**config.mk**
```make
export PLATFORM = sky130hd
export DESIGN_NAME = vdiv_ctrl
export DESIGN_NICKNAME = d
export VERILOG_FILES = /design/src/vdiv_cfg_pkg.sv /design/src/vdiv_op_pkg.sv /design/src/vdiv_ctrl.sv
export SDC_FILE = /design/constraint.sdc
export NUM_CORES = 1
export LEC_CHECK = 0
export BUFFER_PORTS_ARGS = -buffer_cell sky130_fd_sc_hd__buf_2
export CORE_AREA = 2 2 39 41
export DETAILED_ROUTE_END_ITERATION = 16
export DIE_AREA = 0 0 41 43
export GPL_TIMING_DRIVEN = 0
export PLACE_DENSITY = 0.68
export SYNTH_ARGS = -nofsm -noshare
export SYNTH_HDL_FRONTEND = slang
export SYNTH_SLANG_ARGS = --single-unit
```
**constraint.sdc**
```tcl
create_clock -name clk -period 1 [get_ports clk]
set_input_delay 0.1 -clock clk [delete_from_list [all_inputs] [get_ports clk]]
set_output_delay 0.1 -clock clk [all_outputs]
set_load 0.005 [all_outputs]
```
**src/vdiv_cfg_pkg.sv**
```systemverilog
`default_nettype none

package vdiv_cfg_pkg;

  parameter int vlen_default      = 64;
  parameter int xlen              = 32;
  parameter int rob_width_default = 4;

  parameter int byte_width  = 8;
  parameter int hword_width = 16;
  parameter int word_width  = 32;

  // lower half of the vector bytes
  function automatic int lanes8(input int vlen);
    return vlen / byte_width / 2;
  endfunction

  // next quarter
  function automatic int lanes16(input int vlen);
    return vlen / hword_width / 2;
  endfunction

  // top quarter and all words at eew32
  function automatic int lanes32(input int vlen);
    return vlen / word_width;
  endfunction

  function automatic int lanes_total(input int vlen);
    return lanes8(vlen) + lanes16(vlen) + lanes32(vlen);
  endfunction

endpackage

`default_nettype wire

```
**src/vdiv_op_pkg.sv**
```systemverilog
`default_nettype none

package vdiv_op_pkg;

  // bit 0 marks the signed ops, bit 1 the remainder ops
  typedef enum logic [1:0] {
    op_divu = 2'b00,
    op_div  = 2'b01,
    op_remu = 2'b10,
    op_rem  = 2'b11
  } div_op_e;

  typedef enum logic {
    form_vv = 1'b0,
    form_vx = 1'b1
  } src_form_e;

  typedef enum logic [1:0] {
    eew8  = 2'b00,
    eew16 = 2'b01,
    eew32 = 2'b10
  } eew_e;

  typedef enum logic [1:0] {
    st_idle = 2'b00,
    st_busy = 2'b01,
    st_done = 2'b10
  } ctrl_state_e;

endpackage

`default_nettype wire

```
**src/vdiv_ctrl.sv**
```systemverilog
`timescale 1ns/1ps
`default_nettype none

module vdiv_ctrl
  import vdiv_cfg_pkg::*;
  import vdiv_op_pkg::*;
#(
  parameter int VLEN      = vlen_default,
  parameter int ROB_WIDTH = rob_width_default
) (
  input  logic                         clk,
  input  logic                         rst,
  input  logic                         uop_valid,
  output logic                         uop_ready,
  input  div_op_e                      uop_op,
  input  eew_e                         uop_eew,
  input  logic [ROB_WIDTH-1:0]         uop_rob_entry,
  output logic                         lane_start,
  input  logic [lanes_total(VLEN)-1:0] lane_done,
  output div_op_e                      op_q,
  output eew_e                         eew_q,
  output logic                         result_valid,
  input  logic                         result_ready,
  output logic [ROB_WIDTH-1:0]         result_rob_entry
);

  ctrl_state_e          state_q;
  ctrl_state_e          state_d;
  logic                 accept;
  logic [ROB_WIDTH-1:0] rob_q;

  assign uop_ready    = (state_q == st_idle);
  assign accept       = uop_valid & uop_ready;
  assign lane_start   = accept;
  assign result_valid = (state_q == st_done);

  always_comb begin
    state_d = state_q;
    case (state_q)
      st_idle: if (accept) state_d = st_busy;
      // lanes cleared their done on start, so this waits for this uop
      st_busy: if (&lane_done) state_d = st_done;
      st_done: if (result_ready) state_d = st_idle;
      default: state_d = st_idle;
    endcase
  end

  always_ff @(posedge clk) begin
    if (rst) begin
      state_q <= st_idle;
    end else begin
      state_q <= state_d;
    end
  end

  // fields held for the whole flight of the uop
  always_ff @(posedge clk) begin
    if (accept) begin
      op_q  <= uop_op;
      eew_q <= uop_eew;
      rob_q <= uop_rob_entry;
    end
  end

  assign result_rob_entry = rob_q;

endmodule

`default_nettype wire

```
==> results of run 1 <==
registers in the layout, indices dropped and copies added (netlist names):
| name | flops |
|---|---|
| eew_q | 2 |
| state_q | 2 |
| result_rob_entry | 4 |
| op_q | 2 |
power groups by stage:
stage / logic, µW / clock network, µW / registers, µW
final: 103 / 345 / 482
after global routing: 114 / 383 / 484
after CTS: 103 / 355 / 481
after detailed placement: 88.5 / 0 / 491
after global placement: 86.6 / 0 / 491
after floorplan: 22.5 / 0 / 494
synth_stat cells:
cell type / instances
nand4_1: 2
nor2_1: 4
dfxtp_1: 2
nor3b_1: 1
a22o_1: 1
and2_1: 1
nor2b_1: 1
a2111oi_2: 1
edfxtp_1: 8
cell usage in the layout (no fill, tap or decap), types with 2 or more instances in the layout:
master	netlist	layout
buf_2	0	29
buf_4	0	2
clkbuf_4	0	3
edfxtp_1	8	8
nand4_1	2	2
nor2_1	4	3
through the flow:
step	util	worst slack (ns)	power, µW	instance area, µm²	hold WS [ns]
detailed placement	0.3807	0.01182	579.6	526.8	0.2784
CTS	0.4295	-0.06260	939.3	594.3	0.008235
floorplan	-	0.02750	516.1	356.6	0.1689
global route	0.4385	-0.09962	980.4	606.8	0.005507
global placement	0.3807	0.01900	577.3	526.8	0.2848
finish	0.4385	-0.05232	930.1	606.8	0.02137
cell families (layout without fill, tap and decap cells):
kind of cell	after synthesis	count (layout)
AOI/OAI and AO/OA	2	2
buffers and inverters	0	37
and+or+nand+nor	9	9
DFF	10	10
worst max-delay path, stage by stage, from the launching register on:
cell	delay (ns)
dfxtp_2	0.35
nor2_4	0.10
and2_4	0.14
buf_4	0.16
timing repair:
item,4_1_cts,5_1_grt
setup buffers,2,0
endpoints found under the hold margin,0,1
endpoints found under the setup margin,6,11
hold buffers,0,1
gates resized for setup,5,1
pin swaps,1,3
final timing paths:
| path | startpoint | slack [ns] | endpoint |
|---|---|---|---|
| setup / recovery | state_q[1] | -0.05 | result_rob_entry[2] |
| hold reg to reg | state_q[1] | 0.48 | state_q[0] |
| hold / removal | uop_eew[0] | 0.02 | eew_q[0] |
| setup reg to reg | state_q[1] | -0.05 | result_rob_entry[2] |
layout make-up:
| cell class | instances | area (µm²) | area share |
|---|---|---|---|
| sequential | 10 | 285.3 | 0.4701 |
| clock buffer | 4 | 36.28 | 0.05979 |
| tap | 16 | 20.02 | 0.03299 |
| multi-input combinational | 11 | 83.83 | 0.1381 |
| timing repair buffer | 33 | 181.4 | 0.2990 |
per-layer routing:
metal | up-vias | part of all wire
met5 | - | 0
met4 | 0 | 0
met3 | 0 | 0.16
met2 | 31 | 0.45
met1 | 127 | 0.38
li1 | 154 | -
==> metrics.md, run 1 <==
| Metric | Value |
|---|---|
| Status | finished with violations |
| Failing checks | negative setup slack |
| Crit path time final | 1.052 ns |
| Leakage | 0.0002740 µW |
| DRT iter0 DRCs | 0 |
| Multiplexer area fraction after synthesis | 0 |
| Diodes inserted | 0 |
| CP arrival | 1.02 ns |
| Final Non-Filler Cells | 74 |
| Core Region | 1384 µm² |
| Kind of end point of the critical path | flip-flop |
| First-pass GRT wire length | 1021 µm |
| Post-Syn Instances | 21 |
| Synth Register Bits | 10 |
| Placed cells | 67 |
| Post-Syn Area | 351.6 µm² |
| Switch Pwr | 173.1 µW |
| CTS HTree Levels | 1 |
| CP Max Fanout | 8 |
| Worst min path class | in2reg |
| Seq/Total Area, Yosys | 0.7972 |
| Clock slew at reported path FFs | 0.06 ns |
| Crit path kind | reg2reg |
| PortBufs | 30 |
| Worst hold stages | 1 |
| First drt pass iteration count | 1 |
| Worst-Skew Late Latency | 0.26 ns |
| # setup viols final | 10 |
| CTS Root Buffer Type | clkbuf_4 |
| Drt drc | 0 |
| Peak Freq | 0.9503 GHz |
| Max cap viols | 0 |
| Least-Margin Pin Slew | 0.2427 ns |
| Post-Syn Nets | 41 |
| Cells on worst reg2reg path | 3 |
| Vias in the first global route | 266 |
| Layout cells sized above 1 | 0.7241 |
| Post-synth cell types | 9 |
| CTS tree | built |
| Die height | 43 µm |
| Gr ovfl total | 0 |
| Ranking of synthesized cells by area | edfxtp_1, dfxtp_1, a2111oi_2 |
| Combinational family with the most area after synthesis | simple AND/OR/NAND/NOR gates |
| Internal | 757.0 µW |
| CTS buffer count | 3 |
| Overall global routing resource usage | 0.09174 |
| GPL Wtd Cong | 0.6609 |
| Max clock buf depth | 2 |
| Simple-gate share of the synthesized area | 0.1352 |
| Clock share of power | 0.371 |
| Initial antenna violation count | 0 |
| Pwr dens | 1533 nW/µm² |
| Vias | 312 |
| Top Ports | 31 |
| Busiest grt layer | met2 |
| Die Area | 1763 µm² |
| Final count of pins violating max slew | 0 |
| Synth Area in XOR/XNOR | 0 |
| Post-synthesis compound-gate area fraction | 0.06762 |
| Starting Density | 0.2541 |
| Avg Vias per Cell | 4.216 |
| Floorplan row count | 14 |
| PnR worst setup slack | -0.05232 ns |
| Final hold vios | 0 |
| Final Cycle Share | 1.052 |
| Layout area overhead | 72.60% |
| Synth top area share | 0.6833 |
| Clock net sink count | 10 |
| Seq pwr share | 0.518 |
| WP data required | 0.96 ns |
| Wire length per cell | 10.89 µm |
| Switch share | 0.1861 |
| Post-route ant nets | 0 |
| Met1 Usage GRT | 0.08446 |
| Grt met2 use | 0.1375 |
| Largest net degree at the start of global routing | 9 |
| Worst VDD drop | 0.6918 mV |
| Die width | 41 µm |
| Met3 Use GR | 0.06283 |
| Adder-Cell Fraction of Synth Area | 0 |
| # fillers | 138 |
| Post-layout net count | 79 |
| Max-slew headroom | 0.8379 |
| Yosys top cell by area | edfxtp_1 |
| Detailed placement HPWL | 666.8 µm |
| Clock Skews | 0.006742 ns |
| CP Launch Type | flip-flop |
| Post-route setup TNS | -0.4662 ns |
| Drt total wl | 806 µm |
| RSZ-0062 raised after global routing | true |
| Syn Area/Cell | 16.74 µm² |
| Combinational share of power | 0.111 |
| Ys Warns | 0 |
Power figures use the tool's default switching activity.
==> inputs of run 2 (changes only) <==
CAP_MARGIN = 10   (was not set)
SKIP_CTS_REPAIR_TIMING = 1   (was not set)
==> run 2 against run 1 <==
The flow still finishes with violations (negative setup slack). Non-clock buffer count decreased by 1. Design area down 1.2%. Count of clock-buffer cells in the layout stayed put. Register-to-register slack about the same. Global-route usage fell by 0.31 points.
==> metrics.md, run 2 (same netlist as run 1, synthesis figures left out) <==
| Metric | Value |
|---|---|
| Status | finished with violations |
| Failing checks | negative setup slack |
| CTS Root Buffer Type | clkbuf_4 |
| Largest net degree at the start of global routing | 10 (+1) |
| First-pass GRT wire length | 979 µm (-4.1%) |
| Detailed placement HPWL | 666.8 µm (unchanged) |
| CP max stage delay | 0.36 ns (about the same) |
| Wire length per cell | 11.41 µm (+4.8%) |
| Die Area | 1763 µm² (unchanged) |
| PnR worst setup slack | -0.06441 ns (-0.01209 ns) |
| RSZ-0062 raised after global routing | true |
| Worst min path class | in2reg |
| CTS tree | built |
| Max clock buf depth | 2 (unchanged) |
| WP data required | 0.96 ns (about the same) |
| Starting Density | 0.2541 (unchanged) |
| Worst VDD drop | 0.5163 mV (-25%) |
| Clock net sink count | 10 (unchanged) |
| CTS HTree Levels | 1 (unchanged) |
| Peak Freq | 0.9395 GHz (-1.1%) |
| Final hold vios | 0 (unchanged) |
| Overall global routing resource usage | 0.08869 (-0.003058) |
| Commonest non-fill, non-tap cells in the layout | buf_2, edfxtp_1, nor2_1, clkbuf_4 |
| Vias | 312 (unchanged) |
| Crit path kind | reg2reg |
| Layout cells sized above 1 | 0.7368 (+0.01270) |
| Floorplan row count | 14 (unchanged) |
| WP buf/inv | 1 (unchanged) |
| Post-layout net count | 78 (-1.3%) |
| Chain of cells forming the critical path | nor2_4, and2_4, buf_4 |
| Max reg flops | 4 (unchanged) |
| Die width | 41 µm (unchanged) |
| Layout area overhead | 70.46% |
| Core Region | 1384 µm² (unchanged) |
| Final Core Density | 0.4331 (-0.005425) |
| CP Launch Type | flip-flop |
| Drt total wl | 833 µm (+3.3%) |
| Worst-Skew Late Latency | 0.25 ns (about the same) |
| CP Max Fanout | 8 (unchanged) |
| Clock Skews | 0.005176 ns (-0.001567 ns) |
| DRT iter0 DRCs | 0 (unchanged) |
| Kind of end point of the critical path | flip-flop |
| # setup viols final | 10 (unchanged) |
| Initial antenna violation count | 0 (unchanged) |
| Gr ovfl total | 0 (unchanged) |
| Max-slew headroom | 0.8373 (about the same) |
| Die height | 43 µm (unchanged) |
| Vias in the first global route | 259 (-2.6%) |
| Placed cells | 67 (unchanged) |
| Crit path time final | 1.064 ns (+0.01209 ns) |
| Top Ports | 31 (unchanged) |
| Least-Margin Pin Slew | 0.2436 ns (+0.0008446 ns) |
| First drt pass iteration count | 1 (unchanged) |
| Worst path slowest cell | dfxtp_4 |
| Final count of pins violating max slew | 0 (unchanged) |
| GPL Wtd Cong | 0.6609 (unchanged) |
| Post-route ant nets | 0 (unchanged) |
| Max cap viols | 0 (unchanged) |
| # fillers | 140 (+1.4%) |
| PortBufs | 30 (unchanged) |
| Final Non-Filler Cells | 73 (-1.4%) |
| CTS buffer count | 3 (unchanged) |
| Pwr dens | 1533 nW/µm² (about the same) |
| Drt drc | 0 (unchanged) |
| CP arrival | 1.03 ns (about the same) |
| Clock slew at reported path FFs | 0.06 ns (about the same) |
| Diodes inserted | 0 (unchanged) |
| Final Cycle Share | 1.064 (+0.01209) |
| Critical path's top delay family | flip-flops |
| Commonest non-fill, non-tap cell in the layout | buf_2 |
| Leakage | 0.0002704 µW (-1.3%) |
| Avg Vias per Cell | 4.274 (+1.4%) |
-- run 2: changes by cell type in the layout (fill, tap and decap cells not counted) --
cell	before	now
dlygate4sd3_1	1	0
dfxtp_2	1	0
dfxtp_4	1	2
-- run 2: metrics by stage --
step	cell area [µm²]	worst slack (ns)	total power (µW)	setup TNS (ns)	hold WS, ns
floorplan	356.6	0.02750	516.1	0	0.1689
CTS	563.0	-0.2121	925.9	-0.3234	0.008165
detailed placement	526.8	0.01182	579.6	0	0.2784
global route	599.3	-0.1065	968.7	-0.9465	-0.004731
finish	599.3	-0.06441	918.7	-0.5538	0.01680
global placement	526.8	0.01900	577.3	0	0.2848
-- run 2: power by group --
| group | leakage [µW] | switching (µW) | total, µW | internal, µW |
|---|---|---|---|---|
| Combinational | 0.000156 | 37.5 | 95.0 | 57.5 |
| Sequential | 0.0000939 | 9.99 | 481 | 471 |
| Clock | 0.0000210 | 123 | 343 | 220 |
-- run 2: path summary, 6_finish.rpt --
check	start	end	slack, ns	cells past startpoint
max	state_q[1]	result_rob_entry[2]	-0.06	3
min	uop_rob_entry[1]	result_rob_entry[1]	0.02	1
max reg2reg	state_q[1]	result_rob_entry[2]	-0.06	3
min reg2reg	state_q[0]	state_q[0]	0.50	1
-- run 2: layout make-up --
type / count / area [µm²] / share of cell area
repair buffers: 32 / 171.4 / 0.2860
multi-input cells: 11 / 83.83 / 0.1399
flip-flops and latches: 10 / 287.8 / 0.4802
clock buffers: 4 / 36.28 / 0.06054
well taps: 16 / 20.02 / 0.03340
-- run 2: metal layers --
layer / up-vias / global-route usage / wire length, µm
li1: 152 / - / -
met1: 129 / 0.08108 / 294
met2: 31 / 0.1344 / 394
met3: 0 / 0.05759 / 144
met4: 0 / 0.06000 / 0
met5: - / 0 / 0
