--- config.mk ---
export PLATFORM = sky130hd
export DESIGN_NAME = vdiv_result_pack
export DESIGN_NICKNAME = d
export VERILOG_FILES = /design/src/vdiv_cfg_pkg.sv /design/src/vdiv_op_pkg.sv /design/src/vdiv_result_pack.sv
export SDC_FILE = /design/constraint.sdc
export NUM_CORES = 1
export LEC_CHECK = 0
export BUFFER_PORTS_ARGS = -buffer_cell sky130_fd_sc_hd__buf_2
export CAP_MARGIN = 30
export CORE_AREA = 3 3 123 125
export DETAILED_ROUTE_END_ITERATION = 7
export DIE_AREA = 0 0 126 128
export SETUP_SLACK_MARGIN = 0.3
export SKIP_LAST_GASP = 1
export SYNTH_ARGS = -nofsm -noshare
export SYNTH_HDL_FRONTEND = slang
export SYNTH_SLANG_ARGS = --single-unit
--- constraint.sdc ---
create_clock -name vclk -period 4
set_input_delay 0.4 -clock vclk [all_inputs]
set_output_delay 0.4 -clock vclk [all_outputs]
set_load 0.05 [all_outputs]
--- src/vdiv_cfg_pkg.sv ---
`default_nettype none

package vdiv_cfg_pkg;

  parameter int vlen_default      = 64;
  parameter int xlen              = 32;
  parameter int rob_width_default = 4;

  parameter int byte_width  = 8;
  parameter int hword_width = 16;
  parameter int word_width  = 32;

  // lower half of the vector bytes
  function automatic int lanes8(input int vlen);
    return vlen / byte_width / 2;
  endfunction

  // next quarter
  function automatic int lanes16(input int vlen);
    return vlen / hword_width / 2;
  endfunction

  // top quarter and all words at eew32
  function automatic int lanes32(input int vlen);
    return vlen / word_width;
  endfunction

  function automatic int lanes_total(input int vlen);
    return lanes8(vlen) + lanes16(vlen) + lanes32(vlen);
  endfunction

endpackage

`default_nettype wire

--- src/vdiv_op_pkg.sv ---
`default_nettype none

package vdiv_op_pkg;

  // bit 0 marks the signed ops, bit 1 the remainder ops
  typedef enum logic [1:0] {
    op_divu = 2'b00,
    op_div  = 2'b01,
    op_remu = 2'b10,
    op_rem  = 2'b11
  } div_op_e;

  typedef enum logic {
    form_vv = 1'b0,
    form_vx = 1'b1
  } src_form_e;

  typedef enum logic [1:0] {
    eew8  = 2'b00,
    eew16 = 2'b01,
    eew32 = 2'b10
  } eew_e;

  typedef enum logic [1:0] {
    st_idle = 2'b00,
    st_busy = 2'b01,
    st_done = 2'b10
  } ctrl_state_e;

endpackage

`default_nettype wire

--- src/vdiv_result_pack.sv ---
`timescale 1ns/1ps
`default_nettype none

module vdiv_result_pack
  import vdiv_cfg_pkg::*;
  import vdiv_op_pkg::*;
#(
  parameter int VLEN = vlen_default
) (
  input  div_op_e                                   op_q,
  input  eew_e                                      eew_q,
  input  logic [lanes8(VLEN)-1:0][byte_width-1:0]   quotient8,
  input  logic [lanes8(VLEN)-1:0][byte_width-1:0]   remainder8,
  input  logic [lanes16(VLEN)-1:0][hword_width-1:0] quotient16,
  input  logic [lanes16(VLEN)-1:0][hword_width-1:0] remainder16,
  input  logic [lanes32(VLEN)-1:0][word_width-1:0]  quotient32,
  input  logic [lanes32(VLEN)-1:0][word_width-1:0]  remainder32,
  output logic [VLEN-1:0]                           result_data
);

  localparam int L8  = lanes8(VLEN);
  localparam int L16 = lanes16(VLEN);
  localparam int L32 = lanes32(VLEN);

  logic                             rem_sel;
  logic [L8-1:0][byte_width-1:0]    res8;
  logic [L16-1:0][hword_width-1:0]  res16;
  logic [L32-1:0][word_width-1:0]   res32;

  assign rem_sel = (op_q == op_remu) || (op_q == op_rem);
  assign res8    = rem_sel ? remainder8 : quotient8;
  assign res16   = rem_sel ? remainder16 : quotient16;
  assign res32   = rem_sel ? remainder32 : quotient32;

  // same element placement as the unpack side
  always_comb begin
    result_data = '0;
    case (eew_q)
      eew8: begin
        for (int j = 0; j < L8; j++) begin
          result_data[j*byte_width +: byte_width] = res8[j];
        end
        for (int j = 0; j < L16; j++) begin
          result_data[(L8+j)*byte_width +: byte_width] = byte_width'(res16[j]);
        end
        for (int j = 0; j < L32; j++) begin
          result_data[(L8+L16+j)*byte_width +: byte_width] = byte_width'(res32[j]);
        end
      end
      eew16: begin
        for (int j = 0; j < L16; j++) begin
          result_data[j*hword_width +: hword_width] = res16[j];
        end
        for (int j = 0; j < L32; j++) begin
          result_data[(L16+j)*hword_width +: hword_width] = hword_width'(res32[j]);
        end
      end
      default: begin
        for (int j = 0; j < L32; j++) begin
          result_data[j*word_width +: word_width] = res32[j];
        end
      end
    endcase
  end

endmodule

`default_nettype wire

==> results of run 1 <==
[cell families after synthesis]
kind of cell	share of synthesized area, %
multiplexers	89.5
buffers and inverters	6.48
AND/OR/NAND/NOR	1.49
AO/OA/AOI/OAI	2.57
[layer usage]
| layer | routed length, um | GRT usage, % | share of wire, % |
|---|---|---|---|
| met5 | 0 | 0 | 0 |
| met1 | 5320 | 18.9 | 40 |
| met4 | 174 | 2.33 | 1.3 |
| met3 | 1140 | 2.79 | 8.7 |
| met2 | 6530 | 26.5 | 50 |
[final timing paths]
| check | startpoint | endpoint | slack, ps | depth (start not counted) |
|---|---|---|---|---|
| worst min-delay path | quotient32[20] | result_data[20] | 1330 | 3 |
| worst max-delay path | eew_q[0] | result_data[26] | 1450 | 5 |
[metrics by stage]
stage	std cells	instance area, um^2	util (%)	worst slack (ps)
after floorplan	240	3110	-	1910
after global placement	716	4820	34.5	1520
after detailed placement	716	4820	34.5	1490
after CTS	716	4820	34.5	1490
after global routing	716	4820	34.5	1350
final	717	4830	34.5	1450
[critical path, cell delays in order]
cell	delay, ps
buf_4	90
buf_12	380
nor2b_1	570
a221o_1	270
buf_2	260
[placed cells by master, fill, tap and decap left out]
cell / Yosys / final
buf_2: 8 / 321
mux2_2: 46 / 46
mux2_1: 82 / 82
a221o_1: 8 / 8
buf_4: 0 / 3
nor2b_1: 1 / 1
nor3_1: 8 / 8
buf_12: 0 / 3
diode_2: 0 / 1
mux4_2: 56 / 56
mux2i_1: 8 / 8
[report_power, final]
part / internal (mW) / total (mW) / switching, mW / leakage (nW)
combinational: 0.329 / 0.798 / 0.470 / 2.26
clock: 0.0000000246 / 0.0000000246 / 0 / 0.00000634
sequential: 0 / 0 / 0 / 0
[cell type report]
type	instances	area, um^2
repair buffers	327	1690
fillers	1441	9160
well taps	180	225
diodes	1	2.50
multi-input cells	209	2910
==> results summary, run 1 <==
The run finished with clean final reports. The worst setup path is of the in2out kind. The number of max-cap violations came out at 0. Relative to the synthesized area, the layout overhead comes to 55.1%.

The count of endpoints failing hold in the final timing report is 0. The sequential fraction of the synthesis area came out at 0%. The post-layout total power is ~0.8 mW. The worst-margin pin slew is roughly 860 ps. In the final timing run, aggregate negative setup slack is 0 ps. The overall routing resource usage is between 10 and 15%. The net total in the final layout came out at 798.

The total nets after synthesis is 500. The die footprint came out at roughly 16000 um^2. The initial antenna violation count came out at 0.

The worst slew margin relative to its limit is around 43%. Setup repair after global routing left no endpoint under its margin. The biggest area contributor in the post-synthesis netlist is mux4_2. The total number of vias came out at 3594. The type of destination of the critical path is an output port. Pin placement for this block handled around 320 I/O pins. The number of DRC markers after the initial detailed-route iteration is 130. The distinct cell type count of the synthesized netlist is 11. The post-cts sizing count is 0. The gate count of the mapped netlist is 240. The fraction of layout instances using a drive strength above 1 is roughly four fifths.

The largest driver fanout on the critical path is about 120. The residual antenna-violating net count after detailed routing came out at 0. The global-route wire length before repair is approximately 20000 um. The number of setup violations in the final report is 0.

The static leakage power is between 2 and 2.5 nW. The maximum operating frequency came out at between 0.3 and 0.4 GHz. The ratio of final minimum period to clock period came out at between 60% and 70%. Final hold analysis gives a worst-case slack of between 1000 and 1500 ps. The cell area that synthesis handed to floorplanning was 3110 um^2. The min-delay analysis places its worst path in the category in2out. The total iterations of the first detailed-routing run is 4. Once the floorplan was initialized, standard cells occupied between 20% and 30% of the core.

The power per standard cell area came out at 165 nW/um^2. Summed over all nets, the half-perimeter wirelength after detailed placement is roughly 12000 um. The routed design could run at a clock period as short as 2550 ps. The buffers inserted during post-CTS setup optimization is 0. The number of max-slew violations in the final report is 0. The average instance area after synthesis came out at about 13 um^2.

In the finished design the tool counted flip-flops and latches totalling 0. In this run the horizontal extent of the chip is around 130 um. The worst path required time came out at approximately 3600 ps. The total congestion overflow after global routing is 0.

The height of the die is 128 um. The area of all sequential standard cells is 0 um^2. The number of global-route vias before repair is about 3800. The congestion estimate from routability-driven global placement came to just under 0.9. The post-detailed-route DRC marker count is 0. Wires add up to around 13000 um. The maximum VDD drop is 0.0000895 V. The quantity of I/O buffers inserted on ports is between 300 and 400. The total core area came out at 14000 um^2. The commonest cells after synthesis are 82 x mux2_1, 56 x mux4_2, 46 x mux2_2, 10 x buf_6, 10 x clkbuf_1. The data arrival time at the worst-slack endpoint is roughly 2200 ps. The top cell type's share of synthesized area came out at about two fifths. The largest net degree at the start of global routing came out at 122. Sorting the synthesized cells by area gives the leading types as mux4_2 41%, mux2_1 30%, mux2_2 17%, buf_6 3.6%, a221o_1 2.6%. In this run, post-CTS hold repair placed 0 buffers. The average vias per placed instance is between 5 and 6. In the post-synthesis netlist, the cell with the most instances is mux2_1. The post-detailed-route wirelength per cell is 18.4 um. The total of clock buffers placed in the layout is 0. The number of synthesis warnings came out at 0. The element type at the critical path start is a primary input. After floorplanning, the core was divided into 43 placement rows.
Power figures use the tool's default switching activity.
==> run 2, diff against run 1 <==
--- a/config.mk
+++ b/config.mk
@@ -5,11 +5,12 @@
 export SDC_FILE = /design/constraint.sdc
 export NUM_CORES = 1
 export LEC_CHECK = 0
+export ABC_AREA = 1
 export BUFFER_PORTS_ARGS = -buffer_cell sky130_fd_sc_hd__buf_2
 export CAP_MARGIN = 30
-export CORE_AREA = 3 3 123 125
+export CORE_AREA = 3 3 126 128
 export DETAILED_ROUTE_END_ITERATION = 7
-export DIE_AREA = 0 0 126 128
+export DIE_AREA = 0 0 129 131
 export SETUP_SLACK_MARGIN = 0.3
 export SKIP_LAST_GASP = 1
 export SYNTH_ARGS = -nofsm -noshare
==> constraint.sdc (replaced) <==
create_clock -name vclk -period 2.2
set_input_delay 0.22 -clock vclk [all_inputs]
set_output_delay 0.22 -clock vclk [all_outputs]
set_load 0.05 [all_outputs]
==> run 2 against run 1 <==
Routed wire length rose by 27%. Largest power group unchanged. Via count rose by 56%. Combinational power rose by 82%. Sequential share of layout area did not move. Critical endpoint is now result_data[11]. Power rose by 81%. Worst hold slack got worse by 390 ps.
==> results summary, run 2 <==
The flow ran to the end, and the final reports show no timing, DRC or antenna violations. The post-detailed-route wirelength per cell came out at about 13 um. The congestion estimate from routability-driven global placement came to between 0.8 and 0.9. The overall routing resource usage came out at 17.6%. The number of buffers inserted for hold repair after clock tree synthesis came out at 0. The commonest cells after synthesis are 268 x nand2_1, 250 x nand3_1, 246 x inv_1, 42 x buf_2, 4 x clkbuf_1. The data arrival time at the worst-slack endpoint is 1480 ps. The number of rows in the core area came out at 45.

The fraction of layout instances using a drive strength above 1 is around 31%. The number of max-cap violations is 0. The boundary pin count is between 300 and 400. For the worst setup path, the data required time is ~2000 ps. The distinct cell type count of the synthesized netlist is 7. The post-detailed-route DRC marker count came out at 0. The minimum setup slack after placement is about 460 ps. The routed length on met1 came out at 7470 um.

The library cell used most frequently in the layout, excluding fill and tap cells, is buf_2. The power per standard cell area came out at 276 nW/um^2. The post-layout total power came out at 1.45 mW. The number of setup violations in the final report is 0. The residual antenna-violating net count after detailed routing came out at 0. After detailed placement, the total cell area comes to 5240 um^2. The first routing iteration left approximately 350 violations. Setup repair after global routing left no endpoint under its margin. The core region is between 10000 and 15000 um^2.

The worst hold-check slack came out at between 900 and 1000 ps. The die footprint is ~17000 um^2. The met3 routed wirelength came out at about 1200 um. The worst-margin pin slew is approximately 330 ps. The share of the core filled with cells in the final layout came out at between 30% and 40%. The buffers inserted during post-CTS setup optimization came out at 0.

Derived from the worst setup path, the maximum achievable clock frequency is just under 0.6 GHz. Sorting the synthesized cells by area gives the leading types as nand3_1 37%, nand2_1 29%, inv_1 27%, buf_2 6.1%, clkbuf_1 0.44%. The top cell type's share of synthesized area came out at 36.5%. The final layout contains around 1400 nets. STA classifies the critical path startpoint as a primary input.

The setup total negative slack came out at 0 ps. The placed wire-length estimate came out at 13800 um. The number of sequential cells came out at 0.

The average instance area after synthesis came out at approximately 4.2 um^2. In the layout the commonest cells are 322 x buf_2, 268 x nand2_1, 250 x nand3_1. For the finished layout, the period the worst path requires is roughly 1700 ps. The maximum VDD drop is between 0.00015 and 0.0002 V. The final wirelength came out at roughly 17000 um. nand2_1 is the most common cell in the netlist.

The type of destination of the critical path is an output port. The design area is between 5000 and 6000 um^2. The static leakage power came out at 3.79 nW. The area of the multi-input gates came out at between 2000 and 2500 um^2.

The initial antenna violation count was 0. Summed over all nets, wire length on met2 after detailed routing comes to 7840 um. Summing all flip-flop and latch instances after layout gives 0 um^2.

The critical path is of the in2out type. From synthesis to final layout, the design area changed by 53.0%. The largest driver fanout on the critical path is 25. The number of filler cells placed in the layout came out at 1806. The largest net degree at the start of global routing came out at just over 70.

Once routing completed, OpenROAD measured the worst setup slack at roughly 500 ps. Routed signal wires occupy layers up through met4. The initial core utilization is a little under a quarter. In this run the worst setup path terminates at result_data[11].

The worst slew margin relative to its limit came out at ~80%. The total of clock buffers placed in the layout is 0. The total nets after synthesis is around 1100. For this run, the register share of the synthesized area comes to 0%. The floorplan step set the die height to ~130 um. The total iterations of the first detailed-routing run came out at 4.

Of all cell types, the one taking the most synthesized area is nand3_1. The most critical setup path has its startpoint at eew_q[1]. The count of endpoints failing hold in the final timing report was 0. In this run, post-CTS repair resized a total of 0 instances. After synthesis the cells add up to around 3400 um^2. The number of synthesis warnings came out at 0.

The floorplan step set the die width to between 100 and 150 um. After technology mapping, the gate count stands at 813. The instance count after placement with tap cells included came out at approximately 1300. For this run the aggregate overflow at the end of global routing stands at 0. The number of max-slew violations in the final report is 0.

The ratio of final minimum period to clock period is around 77%. The final antenna diode count is 0. For this block, the via count after detailed routing is 5607.

The quantity of I/O buffers inserted on ports came out at ~320. The number of global-route vias before repair is between 4000 and 5000. The first global-routing pass estimated 24300 um of wire.

The final instance count without filler cells came out at 1288. In this run the worst hold path is classified as in2out. The average vias per placed instance came out at 4.35.
==> run 2: changes by cell type in the layout (fill, tap and decap cells not counted), sizes merged, moves of 56 or more <==
| cell | delta |
|---|---|
| mux4 | -56 |
| nand3 | +250 |
| nand2 | +268 |
| inv | +246 |
| mux2 | -128 |
==> run 2: routing by layer <==
layer / GRT usage [%] / vias to the layer above
li1: - / 2977
met1: 24.1 / 2385
met2: 31.0 / 229
met3: 1.95 / 16
met4: 1.67 / 0
met5: 0 / -
==> run 2: worst min-delay path by stage <==
stage                        start               to  slack (ps)  cells after the start
finish              quotient16[29]  result_data[29]         940                      6
global route        quotient16[29]  result_data[29]         970                      6
CTS                 quotient16[29]  result_data[29]         940                      6
detailed placement  quotient16[29]  result_data[29]         940                      6
global placement    quotient16[29]  result_data[29]         940                      6
floorplan           quotient16[15]  result_data[15]         920                      4
==> run 2: critical path: stages <==
cell     delay (ps)
buf_2           160
nor2_4          310
buf_12          230
buf_4           150
nand3_1          60
nand3_1          60
buf_2           270
==> run 2: cell families (layout without fill, tap and decap cells) <==
kind of cell | after synthesis | in the layout | synth area share (%)
buf+inv | 293 | 580 | 33.7
simple gates | 520 | 520 | 66.3
==> run 2: power by group <==
part	switching (mW)	leakage, nW	internal (mW)	total (mW)
Clock	0	0	0	0
Sequential	0	0	0	0
Combinational	0.989	3.79	0.459	1.45
==> run 2: final cells by class <==
class	instances	share of cell area [%]
inverter	246	17.7
multi-input combinational	520	43.5
timing repair buffer	334	34.4
tap	188	4.49
==> run 3, diff against run 2 <==
==> constraint.sdc (replaced) <==
create_clock -name vclk -period 1.42
set_input_delay 0.142 -clock vclk [all_inputs]
set_output_delay 0.142 -clock vclk [all_outputs]
set_load 0.05 [all_outputs]
==> run 3 against run 2 <==
First-iteration DRC count fell by 2.3%. Cell area rose by 52%. Global-route usage rose by 6.4 points. Critical endpoint is now result_data[48]. Cell count rose by 4.4%. Die area did not move. Non-clock buffer count rose by 56. Sequential share of layout area did not move. Worst hold slack got worse by 220 ps. Power rose by 140%. Via count rose by 13%.
==> results summary, run 3 (same netlist as run 2, synthesis figures left out) <==
Summing all flip-flop and latch instances after layout gives 0 um^2. Data on the critical path is required at its endpoint by ~1300 ps. The global-route wire length before repair came out at 31600 um.

The floorplan step set the die width to approximately 130 um. The number of max-cap violations is 0. In the routed design, unresolved DRC markers number 0. The total core area came out at ~15000 um^2. Measured against its own limit, the worst slew margin works out to between 80% and 90%. The total of clock buffers placed in the layout came out at 0. The final antenna diode count is 0. The number of DRC markers after the initial detailed-route iteration came out at ~340. The minimum setup slack after placement came out at -34.3 ps. The initial antenna violation count came out at 0. The worst-margin pin slew is 233 ps. The quantity of I/O buffers inserted on ports is between 300 and 400. The static leakage power came out at 4.95 nW. The average vias per placed instance is 4.71. The time the final worst path needs with I/O delays and setup is roughly 1300 ps. In the final layout, the share of cells above drive strength 1 is around 47%. The pre-antenna-repair detailed-routing pass consisted of 5 iterations.

The sequential group share of total power came out at 0%. The number of filler cells placed in the layout came out at roughly 1500. In this run the worst path has a maximum fanout of 5. The number of max-slew violations in the final report came to 0. For this design the top-level I/O count stands at roughly 320.

STA classifies the critical path endpoint as an output port. Setup violations remaining at the end of the flow were counted as 0. The element type at the critical path start is a primary input. Once routing completed, OpenROAD measured the worst setup slack at about 110 ps. The largest net degree at the start of global routing is 35. The net total in the final layout is 1419. Detailed placement finished with a half-perimeter wire length of approximately 14000 um. The flow ran to the end, and the final reports show no timing, DRC or antenna violations. The count of endpoints failing hold in the final timing report was 0. Across all hold checks on the routed design, the worst slack comes to about 730 ps.

The power per standard cell area came out at roughly 430 nW/um^2. In this run the core area contains 45 standard-cell rows. The fraction of power consumed by combinational cells is 100.0%. The maximum VDD drop came out at 0.000218 V. The total number of vias came out at between 6000 and 7000. The proportion of power drawn by the clock network came out at 0%. The number of sequential cells came out at 0. The data arrival time at the worst-slack endpoint came out at about 1200 ps.

The number of buffers inserted for hold repair after clock tree synthesis came out at 0. The multi-input combinational cells in the finished layout cover a total of ~3100 um^2. Setup repair after global routing could not meet its margin everywhere. The final RePlAce weighted congestion came out at around 0.86. Net switching is between 50 and 60% of the power. The overall routing resource usage came out at roughly a quarter. The maximum operating frequency came out at 0.764 GHz. The library cell used most frequently in the layout, excluding fill and tap cells, is buf_2.

The worst hold path belongs to the class in2out. The residual antenna-violating net count after detailed routing is 0. The post-layout total power came out at 3.46 mW. The ratio of final minimum period to clock period is between 90% and 100%. The post-detailed-route wirelength per cell came out at about 17 um.

The die footprint is around 17000 um^2. Compared with the post-synthesis result, the final layout area differs by 132%. The net load switching power is roughly 1.9 mW. In the layout the commonest cells are 256 x buf_2, 248 x nand2_1, 244 x inv_1. The total congestion overflow after global routing came out at 0.

The initial utilization of the core area, before any placement, comes to about 23%. The number of global-route vias before repair is ~5900. The routed design has 22400 um of wire. The die is around 130 um tall.

The internal power contribution came out at between 1.5 and 2 mW. The worst setup path is of the in2out kind.
## run 3: cell types whose count changed in the layout (fill, tap and decap cells not counted), moves of 5 or more
cell | previous run | this run
buf_12 | 8 | 16
buf_16 | 0 | 26
buf_2 | 322 | 256
buf_4 | 4 | 11
buf_6 | 0 | 18
buf_8 | 0 | 56
clkbuf_16 | 0 | 5
nand2_1 | 268 | 248
nand2_2 | 0 | 18
nand3_1 | 250 | 124
nand3_2 | 0 | 104
nand3_4 | 0 | 22
## run 3: area by class of cell
cell class	count	share of cell area, %
timing repair buffer	390	45.7
multi-input combinational	520	39.4
inverter	246	11.8
tap	188	2.96
timing repair inverter	1	0.110
## run 3: routing by layer
metal	vias to the layer above	part of all wire (%)	track usage, %
li1	3121	-	-
met1	2854	39	29.7
met2	323	51	44.6
met3	32	7.9	3.25
met4	0	2.2	4.39
met5	-	0	0
## run 3: critical path, cell delays in order
cell and delay [ps]:
buf_8 100, nor2_4 190, buf_6 140, buf_12 110, buf_16 130, nand3_2 90
nand3_2 100, buf_8 140
## run 3: final timing paths
path	startpoint	to	slack [ps]	cells past startpoint
worst max-delay path	eew_q[0]	result_data[48]	110	8
worst min-delay path	remainder8[4]	result_data[4]	730	6
## run 3: metrics by stage
stage	instances	area [um^2]	TNS [ps]	util, %
2_1_floorplan	813	3750	0	-
3_3_place_gp	1294	5620	-30.1	37.5
3_5_place_dp	1294	5620	-60.5	37.5
4_1_cts	1338	7510	0	50.2
5_1_grt	1345	7960	0	53.1
6_report	1345	7960	0	53.1
## run 3: power by group through the flow
stage	logic [mW]	clock network [mW]	registers (mW)
2_1_floorplan	1.57	0	0
3_3_place_gp	2.36	0	0
3_5_place_dp	2.37	0	0
4_1_cts	3.26	0	0
5_1_grt	3.66	0	0
6_report	3.46	0	0
## run 3: what timing repair did
item                       4_1_cts  5_1_grt
resized for setup              281       64
pin swaps                       28       14
setup endpoints to repair       64       64
setup buffers                   19        1
cloned                          25        6
