==> src/vdiv_lane_divider.sv <==
`timescale 1ns/1ps
`default_nettype none

module vdiv_lane_divider #(
  parameter int DIV_WIDTH = 32
) (
  input  logic                 clk,
  input  logic                 rst,
  input  logic                 start,
  input  logic                 signed_op,
  input  logic [DIV_WIDTH-1:0] dividend,
  input  logic [DIV_WIDTH-1:0] divisor,
  output logic [DIV_WIDTH-1:0] quotient,
  output logic [DIV_WIDTH-1:0] remainder,
  output logic                 done
);

  localparam int CNT_W = $clog2(DIV_WIDTH + 1);

  logic                 busy_q;
  logic [CNT_W-1:0]     cnt_q;
  logic                 done_q;
  logic [DIV_WIDTH-1:0] quo_q;
  logic [DIV_WIDTH-1:0] rem_q;
  logic [DIV_WIDTH-1:0] dvs_q;
  logic                 neg_quo_q;
  logic                 neg_rem_q;
  logic                 dvd_neg;
  logic                 dvs_neg;
  logic [DIV_WIDTH-1:0] dvd_mag;
  logic [DIV_WIDTH-1:0] dvs_mag;
  logic [DIV_WIDTH:0]   trial;

  assign dvd_neg = signed_op & dividend[DIV_WIDTH-1];
  assign dvs_neg = signed_op & divisor[DIV_WIDTH-1];
  assign dvd_mag = dvd_neg ? -dividend : dividend;
  assign dvs_mag = dvs_neg ? -divisor : divisor;

  // shift next dividend bit into the partial remainder, then subtract
  assign trial = {rem_q, quo_q[DIV_WIDTH-1]} - {1'b0, dvs_q};

  always_ff @(posedge clk) begin
    if (rst) begin
      busy_q <= 1'b0;
      cnt_q  <= '0;
      done_q <= 1'b0;
    end else if (start) begin
      busy_q <= 1'b1;
      cnt_q  <= CNT_W'(DIV_WIDTH);
      done_q <= 1'b0;
    end else if (busy_q) begin
      if (cnt_q == '0) begin
        busy_q <= 1'b0;
        done_q <= 1'b1;
      end else begin
        cnt_q <= cnt_q - 1'b1;
      end
    end
  end

  always_ff @(posedge clk) begin
    if (start) begin
      quo_q     <= dvd_mag;
      rem_q     <= '0;
      dvs_q     <= dvs_mag;
      // divide by zero keeps the all-ones quotient
      neg_quo_q <= (dvd_neg ^ dvs_neg) & (divisor != '0);
      neg_rem_q <= dvd_neg;
    end else if (busy_q) begin
      if (cnt_q != '0) begin
        if (!trial[DIV_WIDTH]) begin
          rem_q <= trial[DIV_WIDTH-1:0];
          quo_q <= {quo_q[DIV_WIDTH-2:0], 1'b1};
        end else begin
          rem_q <= {rem_q[DIV_WIDTH-2:0], quo_q[DIV_WIDTH-1]};
          quo_q <= {quo_q[DIV_WIDTH-2:0], 1'b0};
        end
      end else begin
        // sign fix
        if (neg_quo_q) begin
          quo_q <= -quo_q;
        end
        if (neg_rem_q) begin
          rem_q <= -rem_q;
        end
      end
    end
  end

  assign quotient  = quo_q;
  assign remainder = rem_q;
  assign done      = done_q;

endmodule

`default_nettype wire

==> config.mk <==
export PLATFORM = sky130hd
export DESIGN_NAME = vdiv_lane_divider
export DESIGN_NICKNAME = d
export VERILOG_FILES = /design/src/vdiv_lane_divider.sv
export SDC_FILE = /design/constraint.sdc
export NUM_CORES = 1
export LEC_CHECK = 0
export BUFFER_PORTS_ARGS = -buffer_cell sky130_fd_sc_hd__buf_2
export CORE_AREA = 2 2 175 177
export CTS_CLUSTER_DIAMETER = 100
export DETAILED_ROUTE_END_ITERATION = 6
export DIE_AREA = 0 0 177 179
export PLACE_DENSITY = 0.57
export SYNTH_ARGS = -nofsm -noshare
export SYNTH_HDL_FRONTEND = slang
export SYNTH_SLANG_ARGS = --single-unit
==> constraint.sdc <==
create_clock -name clk -period 3.1 [get_ports clk]
set_input_delay 0.31 -clock clk [delete_from_list [all_inputs] [get_ports clk]]
set_output_delay 0.31 -clock clk [all_outputs]
set_load 0.005 [all_outputs]
==> results of run 1 <==
-- final cells by class --
type,instances,area share (%)
diodes,1,0.02276
clock buffers,10,2.083
clock inverters,6,0.8081
inverters,64,2.185
multi-input cells,905,52.19
flip-flops and latches,106,25.31
well taps,396,4.507
repair buffers,228,12.90
-- how the worst min path moves through the flow --
stage	start	to	cells after the start
2_1_floorplan	rst	busy_q	1
6_report	rst	busy_q	2
5_1_grt	rst	busy_q	2
3_5_place_dp	rst	busy_q	2
3_3_place_gp	cnt_q[1]	cnt_q[1]	2
4_1_cts	rst	busy_q	2
-- critical path, stage by stage, from the launching register on --
cell and delay, ns:
edfxtp_1 0.41, inv_2 0.10, ha_4 0.14, fa_2 0.19, nand2b_4 0.12, a21oi_2 0.06
o21a_1 0.21, or3_4 0.39, a21oi_4 0.22, mux2i_4 0.29, and2_4 0.25, mux2i_1 0.10
a2111oi_0 0.46
-- sequential cells by signal (all words and copies together) (netlist names) --
register / flops
done: 1
remainder: 32
neg_quo_q: 1
cnt_q: 6
quotient: 32
dvs_q: 32
neg_rem_q: 1
busy_q: 1
-- kinds of logic after synthesis --
logic type,count (synthesis)
adders and majority gates,38
buffers and inverters,114
and+or+nand+nor,397
muxes,29
DFF,106
xor gates and xnor gates,92
AOI/OAI and AO/OA,348
-- placed cells by master, fill, tap and decap left out, types with 36 or more instances in the layout --
| cell type | instances |
|---|---|
| buf_2 | 131 |
| xnor2_1 | 56 |
| edfxtp_1 | 66 |
| inv_1 | 61 |
| a21oi_1 | 100 |
| xor2_1 | 36 |
| buf_4 | 94 |
| o21ai_0 | 89 |
| nand2_1 | 91 |
| ha_1 | 36 |
| dfxtp_1 | 40 |
| nor3_1 | 40 |
| nor2_1 | 132 |
-- power groups by stage --
stage | sequential [mW] | clock (mW) | combinational (mW)
2_1_floorplan | 1.93 | 0 | 1.54
3_3_place_gp | 1.91 | 0 | 2.43
3_5_place_dp | 1.91 | 0 | 2.45
4_1_cts | 1.88 | 1.31 | 2.46
5_1_grt | 1.91 | 1.36 | 2.80
6_report | 1.88 | 1.28 | 2.53
-- metrics by stage --
step	hold slack, ns	TNS (ns)
finish	0.1530	0
global route	0.1593	-0.08663
CTS	0.1355	0
detailed placement	0.5177	-0.4522
global placement	0.5169	0
floorplan	0.3824	0
-- timing repair --
action | CTS | global route
pin swaps | 0 | 3
resized for setup | 1 | 20
setup buffers | 0 | 4
hold buffers | 0 | 0
gates cloned | 0 | 2
setup endpoints to repair | 20 | 33
-- metal layers --
| metal | vias to the layer above | wire, um | part of all wire (%) |
|---|---|---|---|
| met3 | 37 | 1154 | 4.1 |
| li1 | 4508 | - | - |
| met1 | 4277 | 12540 | 45 |
| met4 | 0 | 661 | 2.4 |
| met2 | 242 | 13500 | 48 |
| met5 | - | 0 | 0 |
==> impl_metrics.yaml, run 1 <==
routing:
  vias_per_cell: 5.282
  vias: 9064
  drc: 0
  drt_iter0_drc: 561
  first_pass_iters: 7
  ant_nets: 0
  totalWireLength_mm: 27.85
  wl_per_cell_um: 16.23
clock_network:
  cts_buffers: 9
  h-tree-depth: 3
  cts.sinks: 106
  cts_tree: "yes"
  clock_path_buffers: 2
  root_buffer: "clkbuf_16"
  clk_pin_slew_worst_paths_ns: 0.07
  clk_latency_ns: 0.37
power:
  switching_share_pct: 38.36
  finalPower_mw: 5.693
  power_frac_seq_pct: 33.1
  internal_power_mw: 3.510
  p_clk_share_pct: 22.4
  net-switching-power_mw: 2.184
  power_density_nw_per_um2: 517.9
  combPwrFrac_pct: 44.5
  vdd_ir_drop_max_mv: 0.2566
  total_leakage_power_nw: 4.476
global_routing:
  overflow: 0
  grt-busiest-layer: "met2"
  grt_max_degree: 76
  grtUsageMet1_pct: 22.54
  grt_usage_pct: 17.17
  grt_pass1_vias: 8161
  grt_pass1_wl_mm: 43.08
  use_met3_pct: 1.930
  use_met2_pct: 29.12
  grt_antenna_before_repair: 1
worst_setup_path:
  crit_type: "reg -> reg"
  arrival_ns: 3.31
  worst_setup_path_end_kind: "register"
  crit_path_start: "quotient[31]"
  cp_max_fo: 5
  rrSetupSlack_ns: 0.01
  reg2reg_depth: 12
  critPathLaunchType: "register"
  critPathRequiredTime_ns: 3.32
  cp-endpoint: "remainder[9]"
  r2r-end: "remainder[9]"
  regToRegStartpoint: "quotient[31]"
timing:
  period_share_pct: 99.66
  finalWorstSetupSlack_ns: 0.01052
  final_max_slew_viol_count: 0
  max_freq_mhz: 323.7
  slew_headroom_pct: 46.83
  period_minus_slack_ns: 3.089
  rsz0062_at_grt: "yes"
  fin_skew_ns: 0.01963
  worst_pin_slew_ns: 0.7976
  hold_viol_final: 0
  finalSetupViolCount: 0
die:
  ios: 133
  fp.dieW_um: 177
  start_util_pct: 29.51
  core-area_um2: 30030
  rows: 64
  die_area_um2: 31680
  dieHeight_um: 179
placement:
  place_area_um2: 10540
  port_buffers: 132
  gp_congestion: 0.8823
  hpwl_mm: 21.29
  pre_cts_ws_ns: -0.05636
  post-place-cells: 1693
synth:
  synth_xor_area_share_pct: 9.092
  async_reset_ff_share_pct: 0
  synthDistinctLibCells: 68
  muxShareOfSynthArea_pct: 3.304
  synth_ff_type: "edfxtp_1"
  syn_nets: 1230
  ys_warn_count: 0
  ys_seq_elements: 106
  synthTopCellsByArea: "edfxtp_1, dfxtp_1, a21oi_1, nor2_1, xnor2_1"
  yosysTopAreaCellShare_pct: 22.36
  synth-simple-area-share_pct: 21.67
  synthTopCellsByCount: "nor2_1, a21oi_1, o21ai_0, nand2_1, edfxtp_1"
  synth_compound_area_share_pct: 24.10
  yosysSeqAreaShare_pct: 31.40
  synth_top_area_cell: "edfxtp_1"
  syn_area_um2: 8862
  syn-instance-count: 1124
  synth_top_family_by_area: "compound AO/OA/AOI/OAI gates"
  yosys.cell_count.top_type: "nor2_1"
  synth-edff-count: 66
  synthAdderAreaFrac_pct: 5.450
  postSynthAreaPerCell_um2: 7.885
cells_and_area:
  fin_nets: 1420
  multi_input_area_um2: 5737
  drive_above_1_share_pct: 20.85
  regArea_um2: 2783
  layout.cells.non_filler: 1716
  utilization_pct: 36.61
  n_fill_cell: 3122
  areaGrowthSynthToFinish_pct: 24.04
  design_area_um2: 10990
worst_hold_path:
  hold_class: "in -> reg"
status:
  outcome: "finished, final reports clean"
flow_run:
  max_cap_viol_count: 0
No activity file was read; power rests on OpenSTA's default activity.
==> run 2, diff against run 1 <==
--- a/config.mk
+++ b/config.mk
@@ -7,6 +7,7 @@
 export LEC_CHECK = 0
 export BUFFER_PORTS_ARGS = -buffer_cell sky130_fd_sc_hd__buf_2
 export CORE_AREA = 2 2 175 177
+export CTS_BUF_LIST = sky130_fd_sc_hd__clkbuf_4
 export CTS_CLUSTER_DIAMETER = 100
 export DETAILED_ROUTE_END_ITERATION = 6
 export DIE_AREA = 0 0 177 179
==> run 2 against run 1 <==
Effect of this change: combinational power about the same; sequential share of layout area up 0.45 points; sequential power barely moved; largest cell class unchanged; wire length fell by 0.72%.
==> impl_metrics.yaml, run 2 (same netlist as run 1, synthesis figures left out) <==
global_routing:
  grt_usage_pct: 17.04
  grt_max_degree: 76
  grt_antenna_before_repair: 2
  grt_pass1_vias: 8116
  grt_pass1_wl_mm: 42.92
  overflow: 0
routing:
  first_pass_iters: 7
  drt_iter0_drc: 581
  wl_per_cell_um: 16.11
  totalWireLength_mm: 27.65
  ant_nets: 0
  drc: 0
  vias: 9018
  vias_per_cell: 5.255
worst_setup_path:
  crit_top_cell: "mux2i_2"
  crit_path_start: "quotient[31]"
  reg2reg_depth: 13
  regToRegStartpoint: "quotient[31]"
  cp_max_fo: 8
  slowest_stage: "edfxtp_1"
  critPathLaunchType: "register"
  critPathRequiredTime_ns: 3.45
  path_cells: "inv_2 -> ha_4 -> fa_2 -> nand2b_4 -> a21oi_2 -> o21a_1 -> or3_4 -> a21oi_4 -> mux2i_2 -> and2_4 -> buf_6 -> mux2i_2 -> o22ai_1"
  cpPeakStageDelay_ns: 0.44
  arrival_ns: 3.33
  worst_setup_path_end_kind: "register"
  crit_type: "reg -> reg"
timing:
  fin_hold_ws_ns: 0.04239
  worst_pin_slew_ns: 0.7943
  max_freq_mhz: 335.5
  hold_viol_final: 0
  slew_headroom_pct: 47.05
  fin_skew_ns: 0.05253
  final_max_slew_viol_count: 0
  period_share_pct: 96.14
  rsz0062_at_grt: "yes"
  period_minus_slack_ns: 2.980
  finalSetupViolCount: 0
clock_network:
  h-tree-depth: 3
  cts_tree: "yes"
  root_buffer: "clkbuf_4"
  clock_path_buffers: 2
  cts_buffers: 9
  clk_latency_ns: 0.51
  clk_pin_slew_worst_paths_ns: 0.17
  cts.sinks: 106
placement:
  port_buffers: 132
  place_area_um2: 10540
  hpwl_mm: 21.29
  gp_congestion: 0.8823
cells_and_area:
  regArea_um2: 2783
  drive_above_1_share_pct: 20.64
  fin_nets: 1419
  n_fill_cell: 3154
  final_common_cell: "nor2_1"
  final_cell_mix: "nor2_1, buf_2, a21oi_1, buf_4, nand2_1"
  areaGrowthSynthToFinish_pct: 21.90
  design_area_um2: 10800
  multi_input_area_um2: 5709
die:
  die_area_um2: 31680
  dieHeight_um: 179
  ios: 133
  fp.dieW_um: 177
  start_util_pct: 29.51
  core-area_um2: 30030
  rows: 64
worst_hold_path:
  holdCritStartpoint: "divisor[0]"
  hold_class: "in -> reg"
  min_delay_path_depth: 1
status:
  outcome: "finished, final reports clean"
power:
  power_density_nw_per_um2: 485.6
  total_leakage_power_nw: 4.395
  vdd_ir_drop_max_mv: 0.2107
flow_run:
  max_cap_viol_count: 0
[run 2: worst max-delay path, delay by kind of cell, from the launching register on]
family	cells	cell delay, ns
and+or+nand+nor	3	0.81
adders and majority gates	2	0.33
muxes	2	0.44
DFF	1	0.44
AOI/OAI and AO/OA	4	0.55
buffers and inverters	2	0.27
[run 2: where the power goes]
group	leakage [nW]	internal, mW	switching [mW]
sequential	0.977	1.71	0.169
clock	0.0830	0.337	0.516
combinational	3.33	1.07	1.44
[run 2: path summary, 6_finish.rpt]
path,to,slack [ns]
min reg2reg,done,0.53
max reg2reg,remainder[7],0.12
max,remainder[7],0.12
min,dvs_q[0],0.04
[run 2: per-stage QoR]
stage	setup WS (ns)	instances	utilization, %	setup TNS (ns)	power (mW)
floorplan	0.02371	1124	-	0	3.464
global placement	0.02856	1693	35.09	0	4.340
detailed placement	-0.05636	1693	35.09	-0.4522	4.360
CTS	0.01594	1710	35.68	0	5.221
global route	-0.03424	1716	35.98	-0.1324	5.613
finish	0.1198	1716	35.98	0	5.246
[run 2: final cells by class]
cell class	count	area share (%)
timing repair buffer	228	13.02
clock inverter	6	0.8223
tap	396	4.586
sequential	106	25.76
inverter	64	2.224
multi-input combinational	904	52.85
antenna	2	0.04633
clock buffer	10	0.6949
[run 2: repair_timing]
| action | CTS | global route |
|---|---|---|
| setup buffers | 0 | 4 |
| gates resized for setup | 1 | 19 |
| hold buffers | 1 | 0 |
| pin swaps | 0 | 2 |
| hold endpoints to repair | 2 | 0 |
| endpoints found under the setup margin | 19 | 33 |
[run 2: routing by layer]
metal	wire [um]	vias up	share of wire, %	GRT usage (%)
met4	504	0	1.8	4.959
met3	1087	27	3.9	1.951
met5	0	-	0	0
met1	12570	4248	45	22.50
met2	13490	237	49	29.22
li1	-	4506	-	-
==> run 3, diff against run 2 <==
==> config.mk (replaced) <==
export PLATFORM = sky130hd
export DESIGN_NAME = vdiv_lane_divider
export DESIGN_NICKNAME = d
export VERILOG_FILES = /design/src/vdiv_lane_divider.sv
export SDC_FILE = /design/constraint.sdc
export NUM_CORES = 1
export LEC_CHECK = 0
export ABC_AREA = 1
export BUFFER_PORTS_ARGS = -buffer_cell sky130_fd_sc_hd__buf_2
export CORE_AREA = 2 2 191 193
export CTS_BUF_LIST = sky130_fd_sc_hd__clkbuf_4
export CTS_CLUSTER_DIAMETER = 100
export DETAILED_ROUTE_END_ITERATION = 6
export DIE_AREA = 0 0 193 195
export PLACE_DENSITY = 0.56
export SYNTH_ARGS = -nofsm -noshare
export SYNTH_HDL_FRONTEND = slang
export SYNTH_SLANG_ARGS = --single-unit
==> run 3 against run 2 <==
Effect of this change: critical path depth is 5 higher; clock power rose by 3.4%; worst hold slack better by 0.027 ns; fmax is 7.6% higher; global-route usage up 2.9 points; clock-buffer cell count rose by 2; first-iteration DRC count rose by 58%; cell area grew 12%; non-clock buffer count shrank 61; synthesized cell count increased by 56%; critical endpoint is now remainder[25].
==> impl_metrics.yaml, run 3 <==
synth:
  synthTopCellsByArea: "edfxtp_1, nand2_1, inv_1, dfxtp_1, nand3_1"
  syn-instance-count: 1759
  postSynthAreaPerCell_um2: 6.001
  ys_seq_elements: 106
  synthDistinctLibCells: 46
  async_reset_ff_share_pct: 0
  yosys.cell_count.top_type: "nand2_1"
  synthTopCellsByCount: "nand2_1, inv_1, nor2_1, nand3_1, a21oi_1"
  syn_nets: 1865
  yosysTopAreaCellShare_pct: 18.77
  synth-edff-count: 66
  synth_top_area_cell: "edfxtp_1"
  ys_warn_count: 0
  synth_ff_type: "edfxtp_1"
  yosysSeqAreaShare_pct: 26.36
  syn_area_um2: 10560
power:
  internal_power_mw: 3.026
  total_leakage_power_nw: 6.244
  p_clk_share_pct: 15.7
  combPwrFrac_pct: 49.9
  switching_share_pct: 46.13
  vdd_ir_drop_max_mv: 0.2207
  net-switching-power_mw: 2.591
  power_frac_seq_pct: 34.4
  power_density_nw_per_um2: 464.7
timing:
  slew_headroom_pct: 56.75
  max_freq_mhz: 361.0
  finalSetupViolCount: 0
  finalSetupTns_ns: 0
  fin_skew_ns: 0.04817
  hold_viol_final: 0
  finalWorstSetupSlack_ns: 0.3296
  period_share_pct: 89.37
  period_minus_slack_ns: 2.770
  final_max_slew_viol_count: 0
  worst_pin_slew_ns: 0.6464
  fin_hold_ws_ns: 0.06953
  rsz0062_at_grt: "no"
routing:
  vias_per_cell: 4.919
  ant_nets: 0
  vias: 11660
  drt_iter0_drc: 920
  wl_per_cell_um: 15.64
  totalWireLength_mm: 37.08
  first_pass_iters: 7
  drc: 0
cells_and_area:
  regArea_um2: 2783
  utilization_pct: 34.15
  fin_nets: 2004
  multi_input_area_um2: 6379
  final_cell_mix: "nand2_1, inv_1, nor2_1, nand3_1, buf_2"
  drive_above_1_share_pct: 10.98
  n_fill_cell: 3977
  areaGrowthSynthToFinish_pct: 14.52
  final_common_cell: "nand2_1"
global_routing:
  grt_pass1_vias: 11320
  overflow: 0
  grt_pass1_wl_mm: 59.46
  grt_max_degree: 45
  grt_usage_pct: 19.92
  grt_antenna_before_repair: 9
die:
  die_area_um2: 37640
  fp.dieW_um: 193
  rows: 69
  start_util_pct: 29.82
  core-area_um2: 35400
  ios: 133
  dieHeight_um: 195
worst_hold_path:
  hold_class: "in -> reg"
clock_network:
  cts_tree: "yes"
  clock_path_buffers: 2
  h-tree-depth: 3
  cts.sinks: 106
  root_buffer: "clkbuf_4"
  clk_pin_slew_worst_paths_ns: 0.20
  clk_latency_ns: 0.54
  post_cts_buffers: 0
  cts_buffers: 9
worst_setup_path:
  critPathRequiredTime_ns: 3.57
  arrival_ns: 3.24
  crit_type: "reg -> reg"
  critPathLaunchType: "register"
  cp_max_fo: 33
  worst_setup_path_end_kind: "register"
placement:
  hpwl_mm: 30.13
  pre_cts_ws_ns: 0.2893
  gp_congestion: 0.9378
  port_buffers: 132
flow_run:
  max_cap_viol_count: 0
status:
  outcome: "finished, final reports clean"
==> run 3: worst max-delay path: stages, from the launching register on <==
cell and delay [ns]:
edfxtp_1 0.40, inv_1 0.08, ha_1 0.23, fa_1 0.38
inv_1 0.10, nand2_1 0.07, nand2_1 0.08, nand3_1 0.08
nand2_2 0.13, nand2_1 0.07, nand2_2 0.08, nand2_2 0.07
nand2_1 0.08, nand2_2 0.20, nand2_8 0.27, nand2_1 0.10
nand2_1 0.07, nand2_1 0.05, a21oi_1 0.15
==> run 3: path summary, 6_finish.rpt <==
path | slack [ns] | end | depth (start not counted) | startpoint
worst max-delay path | 0.33 | remainder[25] | 18 | quotient[31]
worst min-delay path | 0.07 | dvs_q[2] | 2 | divisor[2]
worst max register to register | 0.33 | remainder[25] | 18 | quotient[31]
worst min register to register | 0.49 | cnt_q[0] | 2 | cnt_q[0]
==> run 3: cell families after synthesis <==
| group | count (synthesis) | share of synthesized area [%] |
|---|---|---|
| xor gates and xnor gates | 65 | 5.393 |
| adders and majority gates | 38 | 4.575 |
| buffers and inverters | 366 | 13.30 |
| DFF | 106 | 26.36 |
| and+or+nand+nor | 934 | 37.45 |
| AOI/OAI and AO/OA | 250 | 12.92 |
==> run 3: per-stage QoR <==
step | power [mW] | cell area (um^2) | instances
after detailed placement | 4.724 | 11880 | 2346
after global placement | 4.726 | 11880 | 2346
final | 5.618 | 12090 | 2371
after global routing | 6.078 | 12080 | 2367
after CTS | 5.612 | 12060 | 2364
after floorplan | 3.791 | 10560 | 1759
==> run 3: what timing repair did <==
action	in CTS	in global routing
hold buffers	2	0
endpoints found under the hold margin	3	0
setup endpoints to repair	0	9
resized for setup	0	1
==> run 3: layout make-up <==
cell class              instances  area share, %
multi-input cells            1287          52.76
clock inverters                 4         0.6210
repair buffers                167          7.783
flip-flops and latches        106          23.02
diodes                          7         0.1449
clock buffers                  12         0.7452
inverters                     327          10.15
well taps                     461          4.771
==> run 3: per-layer routing <==
layer  GRT usage, %  routed length, um  up-vias
li1               -                  -     5941
met1          26.63              17140     5272
met2          32.26              16620      374
met3          3.235               2246       70
met4          7.211               1031        6
met5              0                 38        -
==> run 3: power by group through the flow <==
stage | clock network, mW | registers (mW) | logic (mW)
final | 0.882 | 1.93 | 2.80
after global placement | 0 | 1.96 | 2.77
after global routing | 0.940 | 1.96 | 3.18
after floorplan | 0 | 1.92 | 1.87
after CTS | 0.903 | 1.93 | 2.78
after detailed placement | 0 | 1.96 | 2.77
